**src/verilog/fc_pkg.sv**
```systemverilog
package fc_pkg;

  //////////////////////////////////////////////////////////////////////
  // sizes
  //////////////////////////////////////////////////////////////////////

  localparam int DATA_W         = 32;
  localparam int LANES          = 4;    // signed bytes per stream word
  localparam int MAX_FEAT_WORDS = 256;  // 1024 features
  localparam int MAX_ROWS       = 256;

  typedef logic [DATA_W-1:0]  word_t;
  typedef logic signed [7:0]  byte_t;
  typedef logic signed [15:0] prod_t;
  typedef logic signed [31:0] acc_t;   // wraps modulo 2^32
  typedef logic [7:0]         addr_t;  // feature word index, row index
  typedef logic [10:0]        size_t;  // feature count, up to 1024
  typedef logic [2:0]         cmd_t;   // 0 feature, 1 bias, 2 weight

  typedef enum logic [1:0] {
    ST_IDLE,
    ST_RECV_FEAT,
    ST_RECV_BIAS,
    ST_RUN
  } fc_state_t;

  //////////////////////////////////////////////////////////////////////
  // stage to stage bundles
  //////////////////////////////////////////////////////////////////////

  // one weight word paired with its feature word
  typedef struct packed {
    logic  valid;
    logic  first;    // first word of a row
    logic  last;     // last word of a row
    logic  run_end;  // TLAST of the weight stream
    word_t feat;
    word_t weight;
  } mac_req_t;

  // finished row sum, bias not yet added
  typedef struct packed {
    logic valid;
    logic last;      // final row of the run
    acc_t sum;
  } mac_sum_t;

  typedef struct packed {
    logic valid;
    logic last;      // final bias word
    acc_t data;
  } bias_wr_t;

endpackage

```
**src/verilog/fc_mac.sv**
```systemverilog
`timescale 1ns/1ps

module fc_mac (
  input  logic             clk,
  input  logic             rstn,
  input  logic             advance,
  input  fc_pkg::mac_req_t mac_req,
  output fc_pkg::mac_sum_t mac_sum
);

  // row markers riding beside the data
  typedef struct packed {
    logic valid;
    logic first;
    logic last;
    logic run_end;
  } flag_t;

  flag_t         s1, s2, s3;                // mul stage 1, mul stage 2, lane sum
  fc_pkg::prod_t prod [fc_pkg::LANES];
  fc_pkg::acc_t  lane_comb;
  fc_pkg::acc_t  lane_sum;
  fc_pkg::acc_t  acc;
  fc_pkg::acc_t  acc_next;

  // byte i of feature times byte i of weight
  for (genvar i = 0; i < fc_pkg::LANES; i++) begin : g_lane
    fc_mul8 u_mul (
      .clk     (clk),
      .advance (advance),
      .a       (mac_req.feat[8*i +: 8]),
      .b       (mac_req.weight[8*i +: 8]),
      .p       (prod[i])
    );
  end

  always_ff @(posedge clk) begin
    if (!rstn) begin
      s1 <= '0;
      s2 <= '0;
      s3 <= '0;
    end else if (advance) begin
      s1 <= {mac_req.valid, mac_req.first, mac_req.last, mac_req.run_end};
      s2 <= s1;
      s3 <= s2;
    end
  end

  always_comb begin
    lane_comb = '0;
    for (int i = 0; i < fc_pkg::LANES; i++) begin
      lane_comb += fc_pkg::acc_t'(prod[i]);   // sign extend
    end
  end

  always_ff @(posedge clk) begin
    if (advance) lane_sum <= lane_comb;
  end

  //////////////////////////////////////////////////////////////////////
  // row accumulator
  //////////////////////////////////////////////////////////////////////

  assign acc_next = s3.first ? lane_sum : acc + lane_sum;

  always_ff @(posedge clk) begin
    if (advance && s3.valid) acc <= acc_next;
  end

  always_ff @(posedge clk) begin
    if (!rstn) begin
      mac_sum.valid <= 1'b0;
      mac_sum.last  <= 1'b0;
    end else if (advance) begin
      mac_sum.valid <= s3.valid && s3.last;                // one sum per row
      mac_sum.last  <= s3.valid && s3.last && s3.run_end;
      mac_sum.sum   <= acc_next;
    end
  end

  a_flags_need_valid: assert property (
    @(posedge clk) disable iff (!rstn)
    (mac_req.first || mac_req.last) |-> mac_req.valid
  );

endmodule

```
**src/verilog/fc_mul8.sv**
```systemverilog
`timescale 1ns/1ps

module fc_mul8 (
  input  logic          clk,
  input  logic          advance,
  input  fc_pkg::byte_t a,
  input  fc_pkg::byte_t b,
  output fc_pkg::prod_t p
);

  logic [7:0]  mag_a;    // -128 maps to 128, still fits
  logic [7:0]  mag_b;
  logic        neg;
  logic [15:0] prod_u;

  // stage 1, magnitudes and result sign
  always_ff @(posedge clk) begin
    if (advance) begin
      mag_a <= a[7] ? ~a + 8'd1 : a;
      mag_b <= b[7] ? ~b + 8'd1 : b;
      neg   <= a[7] ^ b[7];
    end
  end

  assign prod_u = 16'(mag_a) * 16'(mag_b);   // at most 16384

  // stage 2, sign restore
  always_ff @(posedge clk) begin
    if (advance) begin
      p <= neg ? fc_pkg::prod_t'(~prod_u + 16'd1) : fc_pkg::prod_t'(prod_u);
    end
  end

endmodule

```
**config.mk**
```make
export PLATFORM = sky130hd
export DESIGN_NAME = fc_mac
export DESIGN_NICKNAME = d
export VERILOG_FILES = /design/src/verilog/fc_pkg.sv /design/src/verilog/fc_mac.sv /design/src/verilog/fc_mul8.sv
export SDC_FILE = /design/constraint.sdc
export NUM_CORES = 1
export LEC_CHECK = 0
export BUFFER_PORTS_ARGS = -buffer_cell sky130_fd_sc_hd__buf_4
export CAP_MARGIN = 20
export CORE_ASPECT_RATIO = 1.75
export CORE_MARGIN = 1
export CORE_UTILIZATION = 45
export CTS_CLUSTER_SIZE = 25
export DETAILED_ROUTE_END_ITERATION = 8
export GPL_TIMING_DRIVEN = 0
export PLACE_DENSITY = 0.72
export SYNTH_ARGS = -nofsm -noshare
export SYNTH_HDL_FRONTEND = slang
export SYNTH_SLANG_ARGS = --single-unit
```
**constraint.sdc**
```tcl
create_clock -name clk -period 4.85 [get_ports clk]
set_clock_uncertainty 0.05 [all_clocks]
set_input_delay 0.97 -clock clk [delete_from_list [all_inputs] [get_ports clk]]
set_output_delay 0.97 -clock clk [all_outputs]
set_load 0.02 [all_outputs]
```
==> results.yml <==
global_routing:
  grt_overflow_total: 0
  track_usage: 0.196
  grt_antenna_before_repair: 0
  grt_pass1_wl_um: 77000
  grt_pass1_vias: 16400
  grt_max_degree: 111
layout:
  finalNonFillerCells: 2934
  fin_nets: 2783
  final-seq-area_sq_um: 6740
  final.fill_count: 3887
  multi_input_area_sq_um: 14600
  area.growth.synth_to_final_pct: 21.5
  drive_above_1_share: 0.211
  num_antenna_cells: 0
logic_synthesis:
  yosys.cell_types.count: 75
  synth_fp_nets: 2520
  synth_top_area_cell: "edfxtp_1"
  synthArstFlopShare: 0
  syn_inst: 2066
  ys_seq_elements: 229
  synth.top_cell.area_share: 0.304
  seq_area_frac_synth: 0.317
  ys.flop_type: "edfxtp_1"
  synth_common_cells: "inv_1, and2_1, edfxtp_1"
  syn_area_per_cell_sq_um: 10.3
  yosysWarnings: 0
  syn_area_sq_um: 21300
  synth.area.top_cells: "edfxtp_1, fa_1, ha_1"
  yosysMostFrequentCell: "inv_1"
  synth_edf_count: 215
die:
  die_y_um: 290
  die_w_um: 166
  core_area_sq_um: 46800
  dieArea_sq_um: 48100
  start_util: 0.455
  rows: 105
  io_pins: 105
worst_setup_path:
  worstSetupEndpointType: "flop"
  timing.rr.start: "g_lane[3].u_mul.mag_b[4]$_DFFE_PP_"
  critPathKind: "reg2reg"
  start_kind: "flop"
  max_stage_delay_ps: 560
  path_buf_inv: 3
  crit_path_end: "g_lane[3].u_mul.p[14]$_DFFE_PP_"
  critPathTopFamily: "adder cells"
  cp-startpoint: "g_lane[3].u_mul.mag_b[4]$_DFFE_PP_"
  r2r_slack_ps: -210
  r2r_cells: 17
  slowest_stage: "fa_2"
  cp.required_ps: 5100
  r2r_end: "g_lane[3].u_mul.p[14]$_DFFE_PP_"
  cp_num_cells: 17
  path_cells: "buf_4 > and2_4 > fa_1 > fa_2 > fa_1 > inv_2 > fa_2 > inv_2 > ha_4 > a21o_1 > or3_1 > or3_4 > o2111ai_4 > o2111ai_2 > or3_4 > o21ai_2 > xnor2_1"
  worstPathMaxFanout: 4
  arrival_ps: 5310
timing:
  finalSetupViolCount: 10
  fin_crit_ps: 5060
  relSlewSlack: 0.402
  timing.hold.ws_ps: 427
  final_max_slew_viol_count: 0
  worstMarginPinSlew_ps: 897
  finalWorstSetupSlack_ps: -213
  finalHoldViolations: 0
  clock.fmax_mhz: 198
  min_period_over_period: 1.04
  rsz0062_at_grt: "true"
drt:
  post_drt_wl_per_cell_um: 16.5
  drc: 6
  via_per_inst: 5.36
  via_count: 15700
  dr.pass1.iters: 7
  drt_iter0_markers: 729
  finalWirelength_um: 48400
  drtAntennaViolNets: 0
placement:
  pre_cts_slack_ps: -515
  finalWeightedCongestion: 0.918
  port_buffers: 96
  hpwlAfterDp_um: 35300
  dp.cells: 2751
flow_run:
  max_cap_violations: 0
clocking:
  cts_sinks: 229
  clkLatencyLatePin_ps: 550
  cts_tree: "yes"
  cts-hold-fix-buffers: 0
  cts_root_buffer: "clkbuf_16"
  htreeDepth: 1
  cts_buffers: 23
  cts.path.max_buffers: 3
  clk_pin_slew_ps: 70
min_path:
  worstHoldStart: "mac_sum[33]$_SDFFE_PN0P_"
  min_path_type: "reg2reg"
outcome:
  outcome: "finished with violations"
  violations: "design-rule violations, negative setup slack"
==> flip-flops by register name (all words and copies together), names as in the netlist <==
signal,cells
s2,4
acc,32
lane_sum,19
s1,4
s3,4
g_lane.u_mul.mag_b,32
g_lane.u_mul.p,64
g_lane.u_mul.neg,4
g_lane.u_mul.mag_a,32
mac_sum,34
==> cell families (layout without fill, tap and decap cells) <==
logic type | Yosys count | in the layout | share of synthesized area
flops | 229 | 229 | 0.317
mux | 15 | 15 | 0.00718
compound gates | 328 | 328 | 0.103
simple gates | 658 | 658 | 0.165
fa+ha+maj | 383 | 383 | 0.288
xor+xnor | 169 | 169 | 0.0696
buf+inv | 284 | 564 | 0.0503
==> worst min path at each step <==
stage,cells after the start,to
floorplan,2,mac_sum[32]$_SDFFE_PN0P_
global placement,2,mac_sum[32]$_SDFFE_PN0P_
detailed placement,2,mac_sum[32]$_SDFFE_PN0P_
CTS,2,mac_sum[32]$_SDFFE_PN0P_
global route,2,mac_sum[33]$_SDFFE_PN0P_
finish,2,mac_sum[33]$_SDFFE_PN0P_
==> metal layers <==
metal | global-route usage | part of all wire | up-vias
li1 | - | - | 7566
met1 | 0.191 | 0.36 | 7728
met2 | 0.409 | 0.57 | 316
met3 | 0.0177 | 0.028 | 126
met4 | 0.0942 | 0.045 | 0
met5 | 0 | 0 | -
==> final cells by class <==
type,count,share of cell area
plain buffers,34,0.00499
clock buffers,28,0.0250
clock inverters,14,0.00654
inverters,248,0.0361
multi-input cells,1553,0.564
flip-flops and latches,229,0.261
well taps,588,0.0285
repair buffers,240,0.0738
==> layout by cell type (no fill, tap or decap), types with 17 or more instances in the layout <==
master	synthesis	layout
a21oi_1	68	57
o31ai_1	24	22
nand2b_1	33	32
fa_1	178	162
xnor2_1	139	127
xor2_1	30	27
nand3_1	32	27
ha_4	0	19
edfxtp_1	215	215
o21ai_0	65	57
clkbuf_16	0	24
a21o_1	29	29
nor3_1	35	29
clkbuf_1	34	34
nor2_1	63	57
nor2b_1	17	17
buf_4	0	217
buf_6	0	22
inv_2	2	17
and2_4	0	25
and2_1	224	197
nand2_1	170	159
ha_1	205	181
inv_1	246	231
==> per-stage QoR <==
step | util | instance area, sq um | setup TNS [ps]
4_1_cts | 0.531 | 24800 | -1230
2_1_floorplan | - | 21300 | -284
5_1_grt | 0.552 | 25800 | -3380
6_report | 0.552 | 25800 | -1430
3_5_place_dp | 0.487 | 22800 | -4830
3_3_place_gp | 0.486 | 22700 | -18590
==> worst reg2reg max path, stage by stage, from the launching register on <==
cell	delay (ps)
edfxtp_1	480
buf_4	180
and2_4	150
fa_1	530
fa_2	440
fa_1	500
inv_2	50
fa_2	560
inv_2	40
ha_4	160
a21o_1	180
or3_1	300
or3_4	340
o2111ai_4	90
o2111ai_2	160
or3_4	370
o21ai_2	150
xnor2_1	80
==> timing repair <==
item / in CTS / in global routing
gates resized for setup: 111 / 140
setup buffers: 97 / 48
endpoints found under the setup margin: 20 / 25
pin swaps: 86 / 145
Power is not shown: default switching activity piles up to over one toggle a cycle in this logic, so the estimate is an artifact.
